<file path="src/rtl/audio_spi_cfg.svh">
`ifndef AUDIO_SPI_CFG_SVH
`define AUDIO_SPI_CFG_SVH

////////////////////////////////////////////////////////////
// register map, 7-bit addresses
////////////////////////////////////////////////////////////
`define ADDR_AUD_CONTROL    7'h00   // audio control
`define ADDR_AUD_STATUS     7'h01   // audio status, read only
`define ADDR_COEFS_PER_TAP  7'h02
`define ADDR_COEF_SEL       7'h03   // fir filter select
`define ADDR_FIR_COEF_LSB   7'h04   // write last, commits the coefficient
`define ADDR_FIR_COEF_MSB   7'h05
`define ADDR_SRAM_CONTROL   7'h07   // sram page
`define ADDR_SRAM_ADDR      7'h08   // sram start address
`define ADDR_SPI_TO_SRAM    7'h09
`define ADDR_SRAM_TO_SPI    7'h0a   // read only
`define ADDR_MPIO_CONTROL   7'h0b   // mpio select and direction
`define ADDR_SPI_TO_MPIO    7'h0c
`define ADDR_MPIO_TO_SPI    7'h0d   // read only
`define ADDR_EQ_SEL         7'h0e   // equalizer channel
`define ADDR_EQ_GAIN_LSB    7'h0f   // write last, commits the gain
`define ADDR_EQ_GAIN_MSB    7'h10
`define ADDR_STATUS         7'h11   // irq flag on top of external status
`define ADDR_TEST           7'h12   // scratch
`define ADDR_INTERRUPT      7'h13   // cleared by a read
`define ADDR_I2S_BIT_CNT    7'h14   // read only
`define ADDR_EQ_SCALER_LSB  7'h17
`define ADDR_EQ_SCALER_MSB  7'h18
`define ADDR_ROTARY         7'h19   // encoder clicks, read only

`define UNMAPPED_READ       8'h99   // returned for holes in the map
`define SPI_FRAME_BITS      16      // r/w + addr byte, then data byte

`endif

</file>
<file path="src/rtl/audio_spi_pkg.sv">
`default_nettype none

package audio_spi_pkg;

    typedef logic [7:0] reg_data_t;     // register or data byte
    typedef logic [6:0] reg_addr_t;     // register address
    typedef logic [6:0] status_bits_t;  // external status, bit 7 is the irq flag

    // spi slave frame sequencer
    typedef enum logic [1:0] {
        IDLE, // cs_n high
        ADDR, // r/w bit + address
        DATA, // data byte in or out
        DONE  // wait for cs_n to rise
    } spi_state_t;

endpackage

`default_nettype wire

</file>
<file path="src/rtl/spi_bus_if.sv">
`timescale 1ns/1ps
`default_nettype none

interface spi_bus_if;

    audio_spi_pkg::reg_addr_t addr;   // valid at rd_stb and wr_stb
    audio_spi_pkg::reg_data_t wdata;  // valid at wr_stb
    audio_spi_pkg::reg_data_t rdata;  // loaded the clk after rd_stb
    logic                     rd_stb; // after the address byte of a read
    logic                     wr_stb; // after the data byte of a write

    modport slave (
        output addr, wdata, rd_stb, wr_stb,
        input  rdata
    );

    modport bank (
        input  addr, wdata, rd_stb, wr_stb,
        output rdata
    );

endinterface

`default_nettype wire

</file>
<file path="src/rtl/audio_spi_top.sv">
`timescale 1ns/1ps
`default_nettype none

module audio_spi_top (
    input  wire logic                         clk,
    input  wire logic                         arst_n,
    // spi pins
    input  wire logic                         sclk,
    input  wire logic                         cs_n,
    input  wire logic                         mosi,
    output logic                              miso,
    output logic                              miso_oe,     // pad enable
    // register inputs
    input  wire audio_spi_pkg::reg_data_t     audio_status,
    input  wire audio_spi_pkg::reg_data_t     i2s_bit_cnt,
    input  wire audio_spi_pkg::reg_data_t     sram_rd_data,
    input  wire audio_spi_pkg::reg_data_t     mpio_rd_data,
    input  wire audio_spi_pkg::reg_data_t     rotary_count,
    input  wire audio_spi_pkg::status_bits_t  status,
    input  wire audio_spi_pkg::reg_data_t     irq_in,
    // register outputs
    output audio_spi_pkg::reg_data_t          audio_control,
    output audio_spi_pkg::reg_data_t          coefs_per_tap,
    output audio_spi_pkg::reg_data_t          coef_select,
    output audio_spi_pkg::reg_data_t          coef_lsb,
    output audio_spi_pkg::reg_data_t          coef_msb,
    output audio_spi_pkg::reg_data_t          eq_select,
    output audio_spi_pkg::reg_data_t          eq_gain_lsb,
    output audio_spi_pkg::reg_data_t          eq_gain_msb,
    output audio_spi_pkg::reg_data_t          eq_scaler_lsb,
    output audio_spi_pkg::reg_data_t          eq_scaler_msb,
    output audio_spi_pkg::reg_data_t          sram_control,
    output audio_spi_pkg::reg_data_t          sram_start_addr,
    output audio_spi_pkg::reg_data_t          spi_to_sram,
    output audio_spi_pkg::reg_data_t          mpio_control,
    output audio_spi_pkg::reg_data_t          spi_to_mpio,
    output audio_spi_pkg::reg_data_t          test_reg,
    // strobes
    output logic                              coef_wr_stb,
    output logic                              eq_wr_stb,
    output logic                              rotary_rd_stb
);

    logic                     irq_rd_stb;  // bank to irq block
    logic                     irq_flag;
    audio_spi_pkg::reg_data_t irq_held;

    spi_bus_if bus ();

    spi_slave i_spi_slave (
        .clk     (clk),
        .arst_n  (arst_n),
        .sclk    (sclk),
        .cs_n    (cs_n),
        .mosi    (mosi),
        .miso    (miso),
        .miso_oe (miso_oe),
        .bus     (bus.slave)
    );

    // every other port shares its name with a top port or local
    reg_bank i_reg_bank (
        .bus (bus.bank),
        .*
    );

    irq_capture i_irq_capture (
        .clk        (clk),
        .arst_n     (arst_n),
        .irq_rd_stb (irq_rd_stb),
        .irq_in     (irq_in),
        .irq_held   (irq_held),
        .irq_flag   (irq_flag)
    );

endmodule

`default_nettype wire

</file>
<file path="src/rtl/irq_capture.sv">
`timescale 1ns/1ps
`default_nettype none

module irq_capture (
    input  wire logic                      clk,
    input  wire logic                      arst_n,
    input  wire logic                      irq_rd_stb,
    input  wire audio_spi_pkg::reg_data_t  irq_in,
    output audio_spi_pkg::reg_data_t       irq_held,
    output logic                           irq_flag
);

    audio_spi_pkg::reg_data_t irq_last;  // irq_in as last sampled

    // a change wins over a read clear in the same cycle
    always_ff @(posedge clk or negedge arst_n) begin
        if (!arst_n) begin
            irq_last <= '0;
            irq_held <= '0;
            irq_flag <= 1'b0;
        end else begin
            irq_last <= irq_in;
            if (irq_in != irq_last) begin
                irq_held <= irq_in;    // new input state for the host
                irq_flag <= 1'b1;      // shows in status bit 7
            end else if (irq_rd_stb) begin
                irq_held <= '0;        // host has seen it
                irq_flag <= 1'b0;
            end
        end
    end

endmodule

`default_nettype wire

</file>
<file path="src/rtl/reg_bank.sv">
`timescale 1ns/1ps
`default_nettype none
`include "audio_spi_cfg.svh"

module reg_bank (
    input  wire logic                         clk,
    input  wire logic                         arst_n,
    spi_bus_if.bank                           bus,
    // read-only inputs
    input  wire audio_spi_pkg::reg_data_t     audio_status,
    input  wire audio_spi_pkg::reg_data_t     i2s_bit_cnt,
    input  wire audio_spi_pkg::reg_data_t     sram_rd_data,
    input  wire audio_spi_pkg::reg_data_t     mpio_rd_data,
    input  wire audio_spi_pkg::reg_data_t     rotary_count,
    input  wire audio_spi_pkg::status_bits_t  status,
    input  wire logic                         irq_flag,
    input  wire audio_spi_pkg::reg_data_t     irq_held,
    // read/write registers
    output audio_spi_pkg::reg_data_t          audio_control,
    output audio_spi_pkg::reg_data_t          coefs_per_tap,
    output audio_spi_pkg::reg_data_t          coef_select,
    output audio_spi_pkg::reg_data_t          coef_lsb,
    output audio_spi_pkg::reg_data_t          coef_msb,
    output audio_spi_pkg::reg_data_t          eq_select,
    output audio_spi_pkg::reg_data_t          eq_gain_lsb,
    output audio_spi_pkg::reg_data_t          eq_gain_msb,
    output audio_spi_pkg::reg_data_t          eq_scaler_lsb,
    output audio_spi_pkg::reg_data_t          eq_scaler_msb,
    output audio_spi_pkg::reg_data_t          sram_control,
    output audio_spi_pkg::reg_data_t          sram_start_addr,
    output audio_spi_pkg::reg_data_t          spi_to_sram,
    output audio_spi_pkg::reg_data_t          mpio_control,
    output audio_spi_pkg::reg_data_t          spi_to_mpio,
    output audio_spi_pkg::reg_data_t          test_reg,
    // side-effect strobes
    output logic                              coef_wr_stb,
    output logic                              eq_wr_stb,
    output logic                              rotary_rd_stb,
    output logic                              irq_rd_stb
);

    ////////////////////////////////////////////////////////////
    // write decode
    ////////////////////////////////////////////////////////////
    always_ff @(posedge clk or negedge arst_n) begin
        if (!arst_n) begin
            audio_control   <= '0;
            coefs_per_tap   <= '0;
            coef_select     <= '0;
            coef_lsb        <= '0;
            coef_msb        <= '0;
            eq_select       <= '0;
            eq_gain_lsb     <= '0;
            eq_gain_msb     <= '0;
            eq_scaler_lsb   <= '0;
            eq_scaler_msb   <= '0;
            sram_control    <= '0;
            sram_start_addr <= '0;
            spi_to_sram     <= '0;
            mpio_control    <= '0;
            spi_to_mpio     <= '0;
            test_reg        <= '0;
        end else if (bus.wr_stb) begin
            case (bus.addr)
                `ADDR_AUD_CONTROL:   audio_control   <= bus.wdata;
                `ADDR_COEFS_PER_TAP: coefs_per_tap   <= bus.wdata;
                `ADDR_COEF_SEL:      coef_select     <= bus.wdata;
                `ADDR_FIR_COEF_LSB:  coef_lsb        <= bus.wdata;
                `ADDR_FIR_COEF_MSB:  coef_msb        <= bus.wdata;
                `ADDR_EQ_SEL:        eq_select       <= bus.wdata;
                `ADDR_EQ_GAIN_LSB:   eq_gain_lsb     <= bus.wdata;
                `ADDR_EQ_GAIN_MSB:   eq_gain_msb     <= bus.wdata;
                `ADDR_EQ_SCALER_LSB: eq_scaler_lsb   <= bus.wdata;
                `ADDR_EQ_SCALER_MSB: eq_scaler_msb   <= bus.wdata;
                `ADDR_SRAM_CONTROL:  sram_control    <= bus.wdata;
                `ADDR_SRAM_ADDR:     sram_start_addr <= bus.wdata;
                `ADDR_SPI_TO_SRAM:   spi_to_sram     <= bus.wdata;
                `ADDR_MPIO_CONTROL:  mpio_control    <= bus.wdata;
                `ADDR_SPI_TO_MPIO:   spi_to_mpio     <= bus.wdata;
                `ADDR_TEST:          test_reg        <= bus.wdata;
                default: ;  // read-only or hole, dropped
            endcase
        end
    end

    ////////////////////////////////////////////////////////////
    // read mux, held until the next rd_stb
    ////////////////////////////////////////////////////////////
    always_ff @(posedge clk or negedge arst_n) begin
        if (!arst_n) begin
            bus.rdata <= '0;
        end else if (bus.rd_stb) begin
            case (bus.addr)
                `ADDR_AUD_CONTROL:   bus.rdata <= audio_control;
                `ADDR_AUD_STATUS:    bus.rdata <= audio_status;
                `ADDR_COEFS_PER_TAP: bus.rdata <= coefs_per_tap;
                `ADDR_COEF_SEL:      bus.rdata <= coef_select;
                `ADDR_FIR_COEF_LSB:  bus.rdata <= coef_lsb;
                `ADDR_FIR_COEF_MSB:  bus.rdata <= coef_msb;
                `ADDR_SRAM_CONTROL:  bus.rdata <= sram_control;
                `ADDR_SRAM_ADDR:     bus.rdata <= sram_start_addr;
                `ADDR_SPI_TO_SRAM:   bus.rdata <= spi_to_sram;
                `ADDR_SRAM_TO_SPI:   bus.rdata <= sram_rd_data;
                `ADDR_MPIO_CONTROL:  bus.rdata <= mpio_control;
                `ADDR_SPI_TO_MPIO:   bus.rdata <= spi_to_mpio;
                `ADDR_MPIO_TO_SPI:   bus.rdata <= mpio_rd_data;
                `ADDR_EQ_SEL:        bus.rdata <= eq_select;
                `ADDR_EQ_GAIN_LSB:   bus.rdata <= eq_gain_lsb;
                `ADDR_EQ_GAIN_MSB:   bus.rdata <= eq_gain_msb;
                `ADDR_STATUS:        bus.rdata <= {irq_flag, status};
                `ADDR_TEST:          bus.rdata <= test_reg;
                `ADDR_INTERRUPT:     bus.rdata <= irq_held;
                `ADDR_I2S_BIT_CNT:   bus.rdata <= i2s_bit_cnt;
                `ADDR_EQ_SCALER_LSB: bus.rdata <= eq_scaler_lsb;
                `ADDR_EQ_SCALER_MSB: bus.rdata <= eq_scaler_msb;
                `ADDR_ROTARY:        bus.rdata <= rotary_count;
                default:             bus.rdata <= `UNMAPPED_READ;
            endcase
        end
    end

    // commit strobes follow the lsb write, msb must already be in place
    always_ff @(posedge clk or negedge arst_n) begin
        if (!arst_n) begin
            coef_wr_stb <= 1'b0;
            eq_wr_stb   <= 1'b0;
            irq_rd_stb  <= 1'b0;
        end else begin
            coef_wr_stb <= bus.wr_stb && (bus.addr == `ADDR_FIR_COEF_LSB);
            eq_wr_stb   <= bus.wr_stb && (bus.addr == `ADDR_EQ_GAIN_LSB);
            irq_rd_stb  <= bus.rd_stb && (bus.addr == `ADDR_INTERRUPT); // after the load
        end
    end

    assign rotary_rd_stb = bus.rd_stb && (bus.addr == `ADDR_ROTARY); // encoder pops its count

endmodule

`default_nettype wire

</file>
<file path="src/rtl/spi_slave.sv">
`timescale 1ns/1ps
`default_nettype none
`include "audio_spi_cfg.svh"

module spi_slave (
    input  wire logic  clk,
    input  wire logic  arst_n,
    input  wire logic  sclk,
    input  wire logic  cs_n,
    input  wire logic  mosi,
    output logic       miso,
    output logic       miso_oe,
    spi_bus_if.slave   bus
);

    localparam int CNT_W = $clog2(`SPI_FRAME_BITS);
    localparam logic [CNT_W-1:0] LAST_ADDR_BIT = CNT_W'(`SPI_FRAME_BITS / 2 - 1);
    localparam logic [CNT_W-1:0] LAST_BIT      = CNT_W'(`SPI_FRAME_BITS - 1);

    logic [1:0]                sclk_sync;
    logic [1:0]                cs_sync;
    logic [1:0]                mosi_sync;
    logic                      sclk_last;  // for edge detect
    logic                      sclk_rise;
    logic                      sclk_fall;
    logic                      cs_active;
    audio_spi_pkg::spi_state_t state;
    logic [CNT_W-1:0]          bit_cnt;    // rising edges seen this frame
    audio_spi_pkg::reg_data_t  rx_sreg;
    audio_spi_pkg::reg_data_t  rx_next;
    audio_spi_pkg::reg_data_t  tx_sreg;
    logic                      is_rd;      // r/w bit of the current frame
    logic                      tx_load;    // next fall loads rdata
    logic                      addr_done;
    logic                      data_done;

    ////////////////////////////////////////////////////////////
    // pin synchronizers and sclk edges
    ////////////////////////////////////////////////////////////
    always_ff @(posedge clk or negedge arst_n) begin
        if (!arst_n) begin
            sclk_sync <= '0;
            cs_sync   <= '1;   // deselected
            mosi_sync <= '0;
            sclk_last <= 1'b0;
        end else begin
            sclk_sync <= {sclk_sync[0], sclk};
            cs_sync   <= {cs_sync[0], cs_n};
            mosi_sync <= {mosi_sync[0], mosi};
            sclk_last <= sclk_sync[1];
        end
    end

    assign sclk_rise = sclk_sync[1] & ~sclk_last;
    assign sclk_fall = ~sclk_sync[1] & sclk_last;
    assign cs_active = ~cs_sync[1];
    assign rx_next   = {rx_sreg[6:0], mosi_sync[1]}; // mode 0, sample on rise

    // frame boundaries
    assign addr_done = cs_active && (state == audio_spi_pkg::ADDR) && sclk_rise
                       && (bit_cnt == LAST_ADDR_BIT);
    assign data_done = cs_active && (state == audio_spi_pkg::DATA) && sclk_rise
                       && (bit_cnt == LAST_BIT);

    assign miso    = tx_sreg[7];   // msb first
    assign miso_oe = cs_active;

    ////////////////////////////////////////////////////////////
    // frame sequencer
    ////////////////////////////////////////////////////////////
    always_ff @(posedge clk or negedge arst_n) begin
        if (!arst_n) begin
            state      <= audio_spi_pkg::IDLE;
            bit_cnt    <= '0;
            is_rd      <= 1'b0;
            tx_load    <= 1'b0;
            tx_sreg    <= '0;
            bus.rd_stb <= 1'b0;
            bus.wr_stb <= 1'b0;
        end else begin
            bus.rd_stb <= addr_done & rx_next[7];
            bus.wr_stb <= data_done & ~is_rd;
            if (!cs_active) begin
                state   <= audio_spi_pkg::IDLE;  // also aborts a partial frame
                tx_load <= 1'b0;
            end else begin
                case (state)
                    audio_spi_pkg::IDLE: begin
                        bit_cnt <= '0;
                        state   <= audio_spi_pkg::ADDR;
                    end
                    audio_spi_pkg::ADDR: begin
                        if (sclk_rise) bit_cnt <= bit_cnt + 1'b1;
                        if (addr_done) begin
                            is_rd   <= rx_next[7];
                            tx_load <= rx_next[7];
                            state   <= audio_spi_pkg::DATA;
                        end
                    end
                    audio_spi_pkg::DATA: begin
                        if (sclk_rise) bit_cnt <= bit_cnt + 1'b1;
                        if (data_done) state <= audio_spi_pkg::DONE;
                    end
                    default: ; // DONE, hold until cs_n rises
                endcase

                // read data out on falling edges
                if (is_rd && sclk_fall && state != audio_spi_pkg::ADDR) begin
                    if (tx_load) begin
                        tx_sreg <= bus.rdata; // first fall after the address byte
                        tx_load <= 1'b0;
                    end else begin
                        tx_sreg <= {tx_sreg[6:0], 1'b0};
                    end
                end
            end
        end
    end

    // shift register and captured fields
    always_ff @(posedge clk) begin
        if (sclk_rise) rx_sreg <= rx_next;
        if (addr_done) bus.addr <= rx_next[6:0];
        if (data_done) bus.wdata <= rx_next;
    end

endmodule

`default_nettype wire

</file>
<file path="config.mk">
export PLATFORM = sky130hd
export DESIGN_NAME = audio_spi_top
export DESIGN_NICKNAME = d
export VERILOG_FILES = /design/src/rtl/audio_spi_pkg.sv /design/src/rtl/spi_bus_if.sv /design/src/rtl/audio_spi_top.sv /design/src/rtl/irq_capture.sv /design/src/rtl/reg_bank.sv /design/src/rtl/spi_slave.sv
export VERILOG_INCLUDE_DIRS = /design/src /design/src/rtl
export SDC_FILE = /design/constraint.sdc
export NUM_CORES = 1
export LEC_CHECK = 0
export ABC_AREA = 1
export BUFFER_PORTS_ARGS = -buffer_cell sky130_fd_sc_hd__buf_2
export CAP_MARGIN = 40
export CORE_MARGIN = 2
export CORE_UTILIZATION = 50
export CTS_CLUSTER_SIZE = 24
export DETAILED_ROUTE_END_ITERATION = 6
export GPL_TIMING_DRIVEN = 0
export MAX_ROUTING_LAYER = met4
export PLACE_DENSITY = 0.78
export SYNTH_ARGS = -nofsm -noshare
export SYNTH_HDL_FRONTEND = slang
export SYNTH_SLANG_ARGS = --single-unit
</file>
<file path="constraint.sdc">
create_clock -name clk -period 1.8 [get_ports clk]
set_input_delay 0.36 -clock clk [delete_from_list [all_inputs] [get_ports clk]]
set_output_delay 0.36 -clock clk [all_outputs]
set_load 0.01 [all_outputs]
</file>
# [After elaboration in Yosys (flattened, before gate mapping)]
# Cells that the tools add are included.
[totals] ff_bits=203 output_inout_bits=133 wordCells=132
[op_classes] add_sub_neg=1 n_eq_ne=31 mux=17 bitwise_logic=8 n_reduce_logical=38
[op_table] operator="$pmux W8 S23" count=1
[op_table] operator="$eq A7 B4 Y1 const B" count=8
[op_table] operator="$eq A7 B5 Y1 const B" count=8
[op_table] operator="$reduce_and A2 Y1" count=17
[op_table] operator="$mux W8" count=3
[op_table] operator="$eq A7 B3 Y1 const B" count=3
[op_table] operator="$eq A7 B2 Y1 const B" count=2
[op_table] operator="$logic_and A1 B1 Y1" count=12
[op_table] operator="$reduce_and A3 Y1" count=3
[op_table] operator="$ne A8 B8 Y1" count=1
[op_table] operator="$pmux W4 S2" count=1
[op_table] operator="$eq A7 B1 Y1 const B" count=1
[op_table] operator="$logic_not A7 Y1" count=1
[op_table] operator="$mux W1" count=7
[op_table] operator="$mux W2" count=3
[op_table] operator="$ne A3 B1 Y1 const B" count=2
[op_table] operator="$pmux W2 S3" count=1
[op_table] operator="$add A4 B1 Y4 const B" count=1
[op_table] operator="$and A1 B1 Y1" count=4
[op_table] operator="$eq A4 B3 Y1 const B" count=1
[op_table] operator="$eq A4 B4 Y1 const B" count=1
[op_table] operator="$mux W4" count=1
[op_table] operator="$ne A2 B1 Y1 const B" count=2
[op_table] operator="$not A1 Y1" count=4
[op_table] operator="6 further kinds" count=7

# [Logic depth before layout (Yosys ltp)]
# Gate-level depths: netlist (run 1).
[logic_depth] depth_word=9 mapped_depth=12 ltp_nobuf=12

# [By module]
# Synthesis (run 1) repeated with hierarchy kept, for this count alone.
[unflattened] cells_unflattened=1157 area_unflattened_um2=9481.6
[by_module_without_submodules] mod="reg_bank" instances=1 cells_per_inst=908 area_per_inst_um2=6824.0
[by_module_without_submodules] mod="spi_slave" instances=1 cells_per_inst=158 area_per_inst_um2=1884.3
[by_module_without_submodules] mod="irq_capture" instances=1 cells_per_inst=91 area_per_inst_um2=773.2

# [Least setup slack after synthesis (run 1)]
# OpenSTA, ideal clock, no wires.
[synth_path] path_type="register to register" from="register i_spi_slave.state[0]" to="register i_spi_slave.tx_sreg[0]" t_arrival_ps=1606 setup_slack_ps=63 path_stages_with_launch=7 path_buffers=1 period_less_slack_ps=1737 path_cell_list="dfrtp_1 > ha_1 > nor4_1 > inv_1 > nor2_1 > clkbuf_1 > o21ai_0"
[synth_between] elab_chain_len=3
[synth_rtl] item="from (decl)" line_no="spi_slave.sv:27" rtl="audio_spi_pkg::spi_state_t state;"
[synth_rtl] item="from (signal assigned)" line_no="spi_slave.sv:73" rtl="state <= audio_spi_pkg::IDLE;"
[synth_rtl] item="from (signal assigned)" line_no="spi_slave.sv:84" rtl="state <= audio_spi_pkg::IDLE;"
[synth_rtl] item="from (signal assigned)" line_no="spi_slave.sv:90" rtl="state <= audio_spi_pkg::ADDR;"
[synth_rtl] item="$ne A2 B1 Y1" line_no="spi_slave.sv:108" rtl="if (is_rd && sclk_fall && state != audio_spi_pkg::ADDR) begin"
[synth_rtl] item="$logic_and A1 B1 Y1" line_no="spi_slave.sv:108"
[synth_rtl] item="$reduce_and A2 Y1 (no line)"
[synth_rtl] item="to (signal assigned)" line_no="spi_slave.sv:110" rtl="tx_sreg <= bus.rdata;"
[synth_rtl] item="to (signal assigned)" line_no="spi_slave.sv:113" rtl="tx_sreg <= {tx_sreg[6:0], 1'b0};"
[synth_rtl] item="to (decl)" line_no="spi_slave.sv:31" rtl="audio_spi_pkg::reg_data_t tx_sreg;"
# No other way between the ends.
# A chain may end at the register's enable or synchronous reset.

# [Worst setup path in the final report (run 1)]
[layout_path] from="register i_spi_slave.bus.addr[3]" to="output rotary_rd_stb"
[layout_between] elab_chain_len=2
[layout_rtl] item="from (decl)" line_no="spi_bus_if.sv:13" rtl="output addr, wdata, rd_stb, wr_stb,"
[layout_rtl] item="from (signal assigned)" line_no="spi_slave.sv:123" rtl="if (addr_done) bus.addr <= rx_next[6:0];"
[layout_rtl] item="$eq A7 B5 Y1 (no line)"
[layout_rtl] item="$logic_and A1 B1 Y1" line_no="reg_bank.sv:135" rtl="assign rotary_rd_stb = bus.rd_stb && (bus.addr == `ADDR_ROTARY);"
[layout_rtl] item="to (decl)" line_no="audio_spi_top.sv:41" rtl="output logic rotary_rd_stb"
# No other way between the ends.

==> flow_summary_export.csv, run 1 <==
group,metric,value,unit
run_status,outcome,"finished with violations",
run_status,violations,"setup timing",
global_route,overflow,0,
route,viasPerCell,5.55,
global_route,grt_pass1_wl,46700,microns
sta,hold_viol,0,
setup_path,arrival,1.70,ns
place,portBuffers,192,
logic_synthesis,synthDistinctLibCells,29,
setup_path,end_kind,"output port",
sta,fin_ws,-0.258,ns
setup_path,critPathLaunchType,"register",
flow_run,max-cap-violations,0,
floorplanning,rows,49,
sta,slew_violations,0,
floorplanning,coreArea,18000,sq um
logic_synthesis,syn_inst,1117,
route,drt-initial-drc-count,891,
route,routed_wl,30300,microns
global_route,grt_pass1_vias,8442,
finish,n_fill_cell,1431,
floorplanning,die_w,140,microns
finish,multi_input_area,4170,sq um
finish,area.growth.synth_to_final,34.3,%
route,drtAntennaViolNets,0,
floorplanning,die_y,140,microns
logic_synthesis,synth_edf_count,22,
floorplanning,dieArea,19500,sq um
clocking,clk_latency,0.50,ns
clocking,h-tree-depth,1,
logic_synthesis,syn-cell-area,9180,sq um
pwr,ir_drop,0.878,mV
setup_path,crit_fanout,5,
logic_synthesis,synth-seq-cells,203,
sta,period_needed,2.06,ns
logic_synthesis,yosys_warnings,0,
sta,worst_pin_slew,0.874,ns
route,drc,0,
finish,post-route-util,0.686,
floorplanning,ios,193,
sta,setup_violations,26,
finish,drive_gt1_frac,0.295,
clocking,clkTransAtPathRegs,0.06,ns
setup_path,worst-setup-path-type,"reg -> out",
pwr,leakage,0.00636,uW
clocking,numCtsBuffers,22,
sta,finalClockSkew,0.0106,ns
global_route,grt_max_degree,127,
setup_path,required,1.44,ns
sta,post-route-period-util,1.14,
route,wl_per_cell,18.6,microns
route,drt_pass1_iterations,5,
finish,mostFrequentLayoutCells,"nand2_1 (389), buf_2 (193), dfrtp_1 (179), o21ai_0 (144), nor2_1 (69)",
pwr,pwr_density_cell,776,nW/um^2
route,vias,9064,
logic_synthesis,ys_seq_area_frac,0.565,
finish,layout_commonest_cell,"nand2_1",
pwr,total_power,9560,uW
clocking,cts_tree,"built",
sta,max_freq,0.486,GHz
clocking,clk_path_buf_depth,3,
place,place.gp.congestion,0.981,
clocking,clock-root-buffer,"clkbuf_16",
global_route,antenna_found_initial,1,
sta,rsz0062_at_grt,"true",
global_route,grt_usage,0.316,
finish,regArea,5190,sq um
floorplanning,start_util,0.511,
logic_synthesis,postSynthAreaPerCell,8.22,sq um
place,place_hpwl,21500,microns
sta,maxSlewHeadroom,0.417,
logic_synthesis,syn-num-nets,1182,
worst_hold_path,hold_path_class,"in -> reg",
logic_synthesis,ys_async_sr_fraction,0.892,
logic_synthesis,synth_ff_type,"dfrtp_1",
clocking,clock-sinks,203,
finish,num-nets-final,1453,
==> path summary, 6_finish.rpt <==
check / from / endpoint / slack (ns) / depth (start not counted)
worst max-delay path: i_spi_slave.bus.addr[3]$_DFFE_PN_ / rotary_rd_stb / -0.26 / 6
worst min-delay path: audio_status[6] / i_reg_bank.bus.rdata[6]$_DFFE_PN0P_ / 0.31 / 7
worst max register to register: i_spi_slave.bus.addr[3]$_DFFE_PN_ / i_reg_bank.bus.rdata[4]$_DFFE_PN0P_ / -0.14 / 13
worst min register to register: i_spi_slave.mosi_sync[0]$_DFF_PN0_ / i_spi_slave.mosi_sync[1]$_DFF_PN0_ / 0.35 / 0
max in group asynchronous: arst_n / i_irq_capture.irq_last[7]$_DFF_PN0_ / 0.42 / 3
min in group asynchronous: arst_n / i_reg_bank.eq_gain_lsb[5]$_DFFE_PN0P_ / 0.38 / 2
==> synth_stat cells, drive strengths merged, types with 3 or more instances <==
cell	number	area (sq um)
nand2	433	1640
dfrtp	179	4480
o21ai	154	771
nor2	115	517
nand3	71	355
inv	54	203
clkbuf	26	97.6
edfxtp	22	661
nand4	22	138
buf	9	50.0
or2	8	50.1
a21oi	6	30.0
ha	5	62.6
nor3	3	15.0
==> per-stage QoR <==
stage                     setup WS [ns]  TNS, ns  cells  area (sq um)  hold slack (ns)
after floorplan                  0.0631        0   1117          9180           0.0644
after global placement            -2.48  -468.33   1538         10400            0.332
final                            -0.258    -1.52   1634         12300            0.314
after detailed placement         -0.406   -30.83   1539         10500            0.313
after global routing             -0.298    -7.25   1634         12300            0.359
after CTS                        -0.209    -1.13   1622         12100            0.294
==> metal layers <==
metal | up-vias | share of wire | track usage | wire, microns
li1 | 4192 | - | - | -
met1 | 4350 | 0.40 | 0.418 | 12100
met3 | 76 | 0.090 | 0.0592 | 2730
met2 | 446 | 0.47 | 0.487 | 14100
met5 | - | 0 | - | 0
met4 | 0 | 0.043 | 0.123 | 1300
==> kinds of logic after synthesis <==
family,share of synthesized area
flops,0.565
buf+inv,0.0381
mux,0.00123
compound gates,0.0921
simple gates,0.296
fa+ha+maj,0.00681
==> worst max-delay path, stage by stage (launching register included) <==
cell and delay, ns:
edfxtp_1 0.51, buf_6 0.15, nand2_4 0.05, nor2_4 0.14
nand2_2 0.10, nor2_4 0.12, buf_6 0.12
==> report_power, final <==
group,total (uW),internal [uW],switching [uW]
Combinational,508,191,318
Clock,4300,2470,1820
Sequential,4760,4700,53.6
==> layout make-up <==
cell class | count | share of cell area
clock inverters | 8 | 0.00396
clock buffers | 32 | 0.0519
well taps | 229 | 0.0232
repair buffers | 254 | 0.129
multi-input cells | 827 | 0.338
inverters | 54 | 0.0174
repair inverters | 1 | 0.000609
plain buffers | 25 | 0.0144
flip-flops and latches | 203 | 0.421
diodes | 1 | 0.000203
==> what timing repair did <==
| item | 4_1_cts | 5_1_grt |
|---|---|---|
| resized for setup | 155 | 46 |
| hold buffers | 12 | 0 |
| pin swaps | 40 | 14 |
| gates cloned | 2 | 2 |
| hold endpoints to repair | 66 | 0 |
| buffers inserted | 38 | 10 |
| endpoints found under the setup margin | 148 | 145 |
(Power assumes the default switching activity.)
==> inputs of run 2 (changes only) <==
--- a/config.mk
+++ b/config.mk
@@ -9,6 +9,7 @@
 export ABC_AREA = 1
 export BUFFER_PORTS_ARGS = -buffer_cell sky130_fd_sc_hd__buf_2
 export CAP_MARGIN = 40
+export CORE_ASPECT_RATIO = 0.9
 export CORE_MARGIN = 2
 export CORE_UTILIZATION = 50
 export CTS_CLUSTER_SIZE = 24
==> run 2 against run 1 <==
Net effect: combinational power down 2%; the run ends with DRC, setup timing left; worst hold slack better by 0.029 ns; fmax up 0.80%; die area about the same; highest routed layer unchanged; largest cell class unchanged; largest power group unchanged; first-iteration DRC count up 12%; sequential power about the same.
==> flow_summary_export.csv, run 2 (same netlist as run 1, synthesis figures left out) <==
group,metric,value,unit
run_status,outcome,"finished with violations",
run_status,violations,"DRC, setup timing",
pwr,ir_drop,0.630,mV
global_route,gr-usage-met2,0.462,
pwr,pwr_density_cell,769,nW/um^2
setup_path,reg2reg_to,"i_reg_bank.bus.rdata[3]$_DFFE_PN0P_",
route,drt_pass1_iterations,7,
clocking,clk_path_buf_depth,3,
setup_path,crit_cells,6,
clocking,cts_tree,"built",
global_route,grt_pass1_vias,8439,
finish,post-route-util,0.694,
route,routed_wl,32300,microns
setup_path,timing.critical_path.buf_inv,2,
setup_path,crit_fanout,4,
pwr,p_int,7550,uW
pwr,total_power,9700,uW
place,portBuffers,192,
sta,tns,-3.40,ns
route,viasPerCell,5.63,
global_route,grt-busiest-layer,"met2",
route,wl_per_cell,19.4,microns
pwr,leakage,0.00648,uW
setup_path,cp_slowest_cell,"edfxtp_1",
sta,rsz0062_at_grt,"true",
place,place.gp.congestion,0.978,
global_route,grt_pass1_wl,46800,microns
worst_hold_path,min_path_cells,9,
setup_path,worst-setup-path-type,"reg -> out",
global_route,grt_usage,0.323,
finish,area.growth.synth_to_final,37.3,%
setup_path,r2r_start,"i_spi_slave.bus.addr[1]$_DFFE_PN_",
sta,post-route-period-util,1.13,
global_route,gr-usage-met3,0.0828,
setup_path,arrival,1.68,ns
sta,hold_viol,0,
pwr,switching_share,0.221,
clocking,numCtsBuffers,21,
global_route,antenna_found_initial,0,
finish,layout_commonest_cell,"nand2_1",
floorplanning,coreArea,18200,sq um
worst_hold_path,worst_hold_path.endpoint,"i_reg_bank.bus.rdata[2]$_DFFE_PN0P_",
pwr,p_sw,2150,uW
setup_path,crit_top_cell,"nor2_4",
setup_path,required,1.44,ns
finish,drive_gt1_frac,0.319,
floorplanning,ios,193,
clocking,clk_latency,0.51,ns
floorplanning,start_util,0.505,
setup_path,r2r_slack,-0.19,ns
clocking,clock-root-buffer,"clkbuf_16",
worst_hold_path,hold_path_class,"in -> reg",
sta,fin_ws,-0.241,ns
global_route,grt_max_degree,124,
clocking,h-tree-depth,1,
sta,period_needed,2.04,ns
sta,slew_violations,0,
route,drt-initial-drc-count,1001,
sta,maxSlewHeadroom,0.422,
pwr,power_frac_clock,0.458,
route,drc,10,
sta,max_freq,0.490,GHz
clocking,clkTransAtPathRegs,0.06,ns
global_route,overflow,0,
sta,finalClockSkew,0.0235,ns
setup_path,critPathMaxStageDelay,0.48,ns
setup_path,critPathLaunchType,"register",
floorplanning,die_y,133,microns
pwr,p_seq_frac,0.490,
finish,num-nets-final,1470,
setup_path,crit_start,"i_spi_slave.bus.addr[2]$_DFFE_PN_",
finish,diodes,0,
setup_path,crit_chain,"inv_2 -> nand2_4 -> nor2_4 -> nand2_2 -> nor2_4 -> buf_6",
setup_path,critPathTopFamily,"flip-flops",
flow_run,max-cap-violations,0,
finish,mostFrequentLayoutCells,"nand2_1 (379), buf_2 (191), dfrtp_1 (179), o21ai_0 (101), nand3_1 (69)",
clocking,clock-sinks,203,
route,vias,9381,
floorplanning,dieArea,19500,sq um
global_route,met1_usage,0.445,
route,drtAntennaViolNets,0,
setup_path,end_kind,"output port",
sta,whs,0.343,ns
setup_path,reg2regPathDepth,13,
sta,worst_pin_slew,0.868,ns
sta,setup_violations,52,
pwr,p_comb_frac,0.052,
worst_hold_path,hold_start,"status[2]",
floorplanning,rows,47,
place,place_hpwl,21900,microns
floorplanning,die_w,147,microns
-- run 2: changes by cell type in the layout (fill, tap and decap cells not counted), sizes merged --
cell,previous run,this run
inv,54,55
clkbuf,46,48
buf,253,267
clkinvlp,4,3
clkinv,5,1
nor2,117,119
diode,1,0
bufinv,0,2
-- run 2: power by group through the flow --
stage                     registers, uW  logic [uW]  clock network [uW]
after global routing               4760         583                4650
after CTS                          4750         484                4460
after global placement             4830         431                   0
final                              4750         500                4440
after detailed placement           4840         457                   0
after floorplan                    4820         239                   0
-- run 2: timing repair --
item / CTS / global route
setup buffers: 21 / 36
endpoints found under the setup margin: 146 / 166
hold endpoints to repair: 69 / 0
pin swaps: 12 / 29
hold buffers: 12 / 0
resized for setup: 93 / 218
cloned: 3 / 6
-- run 2: stage by stage --
stage,setup slack [ns],instances,instance area (sq um)
final,-0.241,1665,12600
after floorplan,0.0631,1117,9180
after detailed placement,-0.429,1555,10500
after global routing,-0.263,1665,12600
after global placement,-2.52,1554,10500
after CTS,-0.202,1624,11800
-- run 2: worst max path at each step --
stage / end / slack [ns]
CTS: rotary_rd_stb / -0.20
finish: rotary_rd_stb / -0.24
detailed placement: i_reg_bank.eq_gain_msb[6]$_DFFE_PN0P_ / -0.43
floorplan: i_spi_slave.tx_sreg[0]$_DFFE_PN0P_ / 0.06
global route: i_reg_bank.bus.rdata[0]$_DFFE_PN0P_ / -0.26
global placement: i_irq_capture.irq_held[3]$_DFFE_PN0P_ / -2.52
-- run 2: worst register-to-register path, cell delays in order, from the launching register on --
cell and delay (ns):
edfxtp_1 0.48, buf_6 0.17, nor2_4 0.20, buf_4 0.16, nand2_2 0.09, nor2_4 0.27
nand2_1 0.10, nand2_1 0.09, nor2_2 0.07, nand2_1 0.07, nor2_1 0.04, nand2_1 0.06
nor2_1 0.04, nor2_1 0.09
-- run 2: routing by layer --
metal	up-vias	part of all wire
met3	101	0.11
met1	4451	0.41
li1	4225	-
met5	-	0
met4	0	0.044
met2	604	0.44
-- run 2: area by class of cell --
cell class                 count  area (sq um)
timing repair inverter         2          13.8
timing repair buffer         265          1690
fill                        1385          5560
buffer                        29           225
sequential                   203          5190
tap                          245           307
multi-input combinational    829          4270
clock inverter                 5          81.3
inverter                      54           216
clock buffer                  33           621
==> inputs of run 3 (changes only) <==
--- a/config.mk
+++ b/config.mk
@@ -19,4 +19,5 @@
 export PLACE_DENSITY = 0.78
 export SYNTH_ARGS = -nofsm -noshare
 export SYNTH_HDL_FRONTEND = slang
+export SYNTH_HIERARCHICAL = 1
 export SYNTH_SLANG_ARGS = --single-unit
==> run 3 against run 2 <==
Net effect: the run ends with setup timing left; sequential power about the same; first-iteration DRC count is 11% higher; sequential share of layout area is 0.30 points higher; count of clock-buffer cells in the layout shrank 3; synthesized area up 3.2%; combinational power increased by 19%; sequential cell count is the same; largest cell class unchanged.
==> flow_summary_export.csv, run 3 <==
group,metric,value,unit
run_status,outcome,"finished with violations",
run_status,violations,"setup timing",
logic_synthesis,syn-cell-area,9480,sq um
sta,finalClockSkew,0.0137,ns
logic_synthesis,synth_top_family_by_area,"simple AND/OR/NAND/NOR gates",
flow_run,max-cap-violations,0,
setup_path,critPathLaunchType,"register",
logic_synthesis,synth_ff_type,"dfrtp_1",
route,vias,9545,
floorplanning,dieArea,20100,sq um
logic_synthesis,synth_edf_count,22,
logic_synthesis,synth_mux_area_frac,0,
pwr,leakage,0.00660,uW
sta,hold_viol,0,
clocking,clk_latency,0.50,ns
route,drtAntennaViolNets,0,
setup_path,required,1.44,ns
logic_synthesis,yosys_warnings,6,
setup_path,end_kind,"output port",
setup_path,crit_chain,"nor2_4 -> nand2_8 -> nor3_4 -> buf_2",
route,wl_per_cell,19.6,microns
route,drt-initial-drc-count,1112,
clocking,clock-root-buffer,"clkbuf_16",
finish,layout_commonest_cell,"nand2_1",
finish,mostFrequentLayoutCells,"nand2_1 (418), buf_2 (193), dfrtp_1 (177), o21ai_0 (90), nand3_1 (79)",
sta,fin_ws,-0.174,ns
route,drt_pass1_iterations,6,
logic_synthesis,synth_most_common_cell,"nand2_1",
finish,drive_gt1_frac,0.307,
sta,slew_violations,0,
place,place_hpwl,23200,microns
logic_synthesis,synth-seq-cells,203,
logic_synthesis,syn_inst,1157,
logic_synthesis,synth_common_cells,"nand2_1 (451), dfrtp_1 (179), o21ai_0 (99)",
place,place.gp.congestion,0.980,
floorplanning,die_w,149,microns
route,routed_wl,33100,microns
logic_synthesis,synth-compound-area-share,0.0887,
pwr,pwr_density_cell,794,nW/um^2
setup_path,reg2regPathDepth,13,
logic_synthesis,ys_async_sr_fraction,0.892,
logic_synthesis,synthTopCellsByArea,"dfrtp_1 (47%), nand2_1 (18%), edfxtp_1 (7.0%)",
global_route,overflow,0,
route,drc,0,
logic_synthesis,synth_top_area_frac,0.472,
worst_hold_path,hold_path_class,"in -> reg",
floorplanning,start_util,0.513,
place,placedCellCount,1595,
setup_path,worst-setup-path-type,"reg -> out",
logic_synthesis,synth_top_area_cell,"dfrtp_1",
sta,rsz0062_at_grt,"true",
worst_hold_path,min_path_cells,1,
global_route,antenna_found_initial,0,
floorplanning,die_y,135,microns
clocking,cts_tree,"built",
route,viasPerCell,5.64,
clocking,clock-sinks,203,
finish,num-nets-final,1498,
logic_synthesis,synth-simple-area-share,0.315,
sta,max_freq,0.507,GHz
logic_synthesis,synth-xor-area-share,0.000924,
setup_path,cp_slowest_cell,"edfxtp_1",
global_route,grt_pass1_wl,49500,microns
clocking,numCtsBuffers,22,
place,portBuffers,192,
sta,post-route-period-util,1.10,
setup_path,critPathMaxStageDelay,0.43,ns
pwr,ir_drop,0.609,mV
finish,post-route-util,0.678,
logic_synthesis,ys_seq_area_frac,0.548,
setup_path,crit_fanout,6,
clocking,clk_path_buf_depth,3,
sta,worst_pin_slew,0.868,ns
floorplanning,rows,47,
logic_synthesis,synthDistinctLibCells,35,
floorplanning,ios,193,
sta,period_needed,1.97,ns
clocking,clkTransAtPathRegs,0.06,ns
pwr,total_power,9940,uW
floorplanning,coreArea,18500,sq um
global_route,grt_usage,0.333,
global_route,grt_max_degree,102,
sta,setup_violations,11,
setup_path,r2r_slack,-0.13,ns
finish,post_layout_nonfiller_instances,1693,
finish,area.growth.synth_to_final,32.1,%
finish,diodes,0,
clocking,h-tree-depth,1,
logic_synthesis,syn-num-nets,1222,
setup_path,arrival,1.61,ns
logic_synthesis,synth-adder-area-share,0.00660,
logic_synthesis,postSynthAreaPerCell,8.19,sq um
sta,maxSlewHeadroom,0.421,
global_route,grt_pass1_vias,8646,
finish,n_fill_cell,1477,
-- run 3: changes by cell type after synthesis, moves of 9 or more --
cell / previous run / this run
nand4_1: 22 / 12
nor2_4: 8 / 17
nand2_1: 427 / 451
o21ai_1: 1 / 47
o21ai_0: 153 / 99
nand3_1: 71 / 80
-- run 3: path summary, 6_finish.rpt --
kind / from / endpoint
max: i_spi_slave/bus.addr[6]$_DFFE_PN_ / rotary_rd_stb
min: irq_in[3] / i_irq_capture/irq_last[3]$_DFF_PN0_
max reg2reg: i_spi_slave/bus.addr[0]$_DFFE_PN_ / i_reg_bank/bus.rdata[6]$_DFFE_PN0P_
min reg2reg: i_spi_slave/mosi_sync[0]$_DFF_PN0_ / i_spi_slave/mosi_sync[1]$_DFF_PN0_
max in group asynchronous: arst_n / i_spi_slave/bus.rd_stb$_DFF_PN0_
min in group asynchronous: arst_n / i_reg_bank/spi_to_sram[1]$_DFFE_PN0P_
-- run 3: critical path, delay by kind of cell, from the launching register on --
kind,cells,cell delay [ns]
buffers and inverters,1,0.16
flip-flops,1,0.43
AND/OR/NAND/NOR,3,0.52
-- run 3: routing by layer --
metal,vias to the layer above,track usage,part of all wire
met5,-,-,0
met4,0,0.131,0.051
met3,120,0.0581,0.11
met2,597,0.491,0.44
met1,4527,0.465,0.40
li1,4301,-,-
-- run 3: power breakdown --
| part | switching [uW] | internal [uW] | total, uW | leakage [uW] |
|---|---|---|---|---|
| clock | 1820 | 2750 | 4570 | 0.000362 |
| combinational | 381 | 216 | 597 | 0.00362 |
| sequential | 66.4 | 4710 | 4780 | 0.00262 |
| total | 2270 | 7670 | 9940 | 0.00660 |
-- run 3: cell type report --
type                       instances  area, sq um  share of cell area
sequential                       203         5190               0.415
multi-input combinational        861         4310               0.344
timing repair buffer             256         1540               0.123
clock buffer                      30          632              0.0504
tap                              245          307              0.0245
inverter                          62          241              0.0193
buffer                            26          186              0.0149
clock inverter                     9          101             0.00809
timing repair inverter             1         7.51            0.000599
-- run 3: cell families (layout without fill, tap and decap cells) --
family,Yosys count,count (layout)
AO/OA/AOI/OAI,158,158
adder cells (fa/ha/maj),5,5
AND/OR/NAND/NOR,693,697
buffers and inverters,97,384
XOR/XNOR,1,1
flip-flops,203,203
-- run 3: per-stage QoR --
| stage | area (sq um) | hold slack, ns | setup TNS [ns] | worst slack (ns) |
|---|---|---|---|---|
| 2_1_floorplan | 9480 | 0.0644 | 0 | 0.203 |
| 3_3_place_gp | 10700 | 0.334 | -456.22 | -2.46 |
| 3_5_place_dp | 10800 | 0.337 | -17.99 | -0.405 |
| 4_1_cts | 12200 | 0.00147 | -1.14 | -0.200 |
| 5_1_grt | 12500 | 0.00186 | -2.58 | -0.246 |
| 6_report | 12500 | 0.0180 | -1.10 | -0.174 |
-- run 3: what timing repair did --
item | in CTS | in global routing
pin swaps | 21 | 22
setup buffers | 35 | 24
endpoints found under the hold margin | 81 | 0
gates cloned | 3 | 2
endpoints found under the setup margin | 132 | 111
gates resized for setup | 106 | 72
hold buffers | 4 | 0
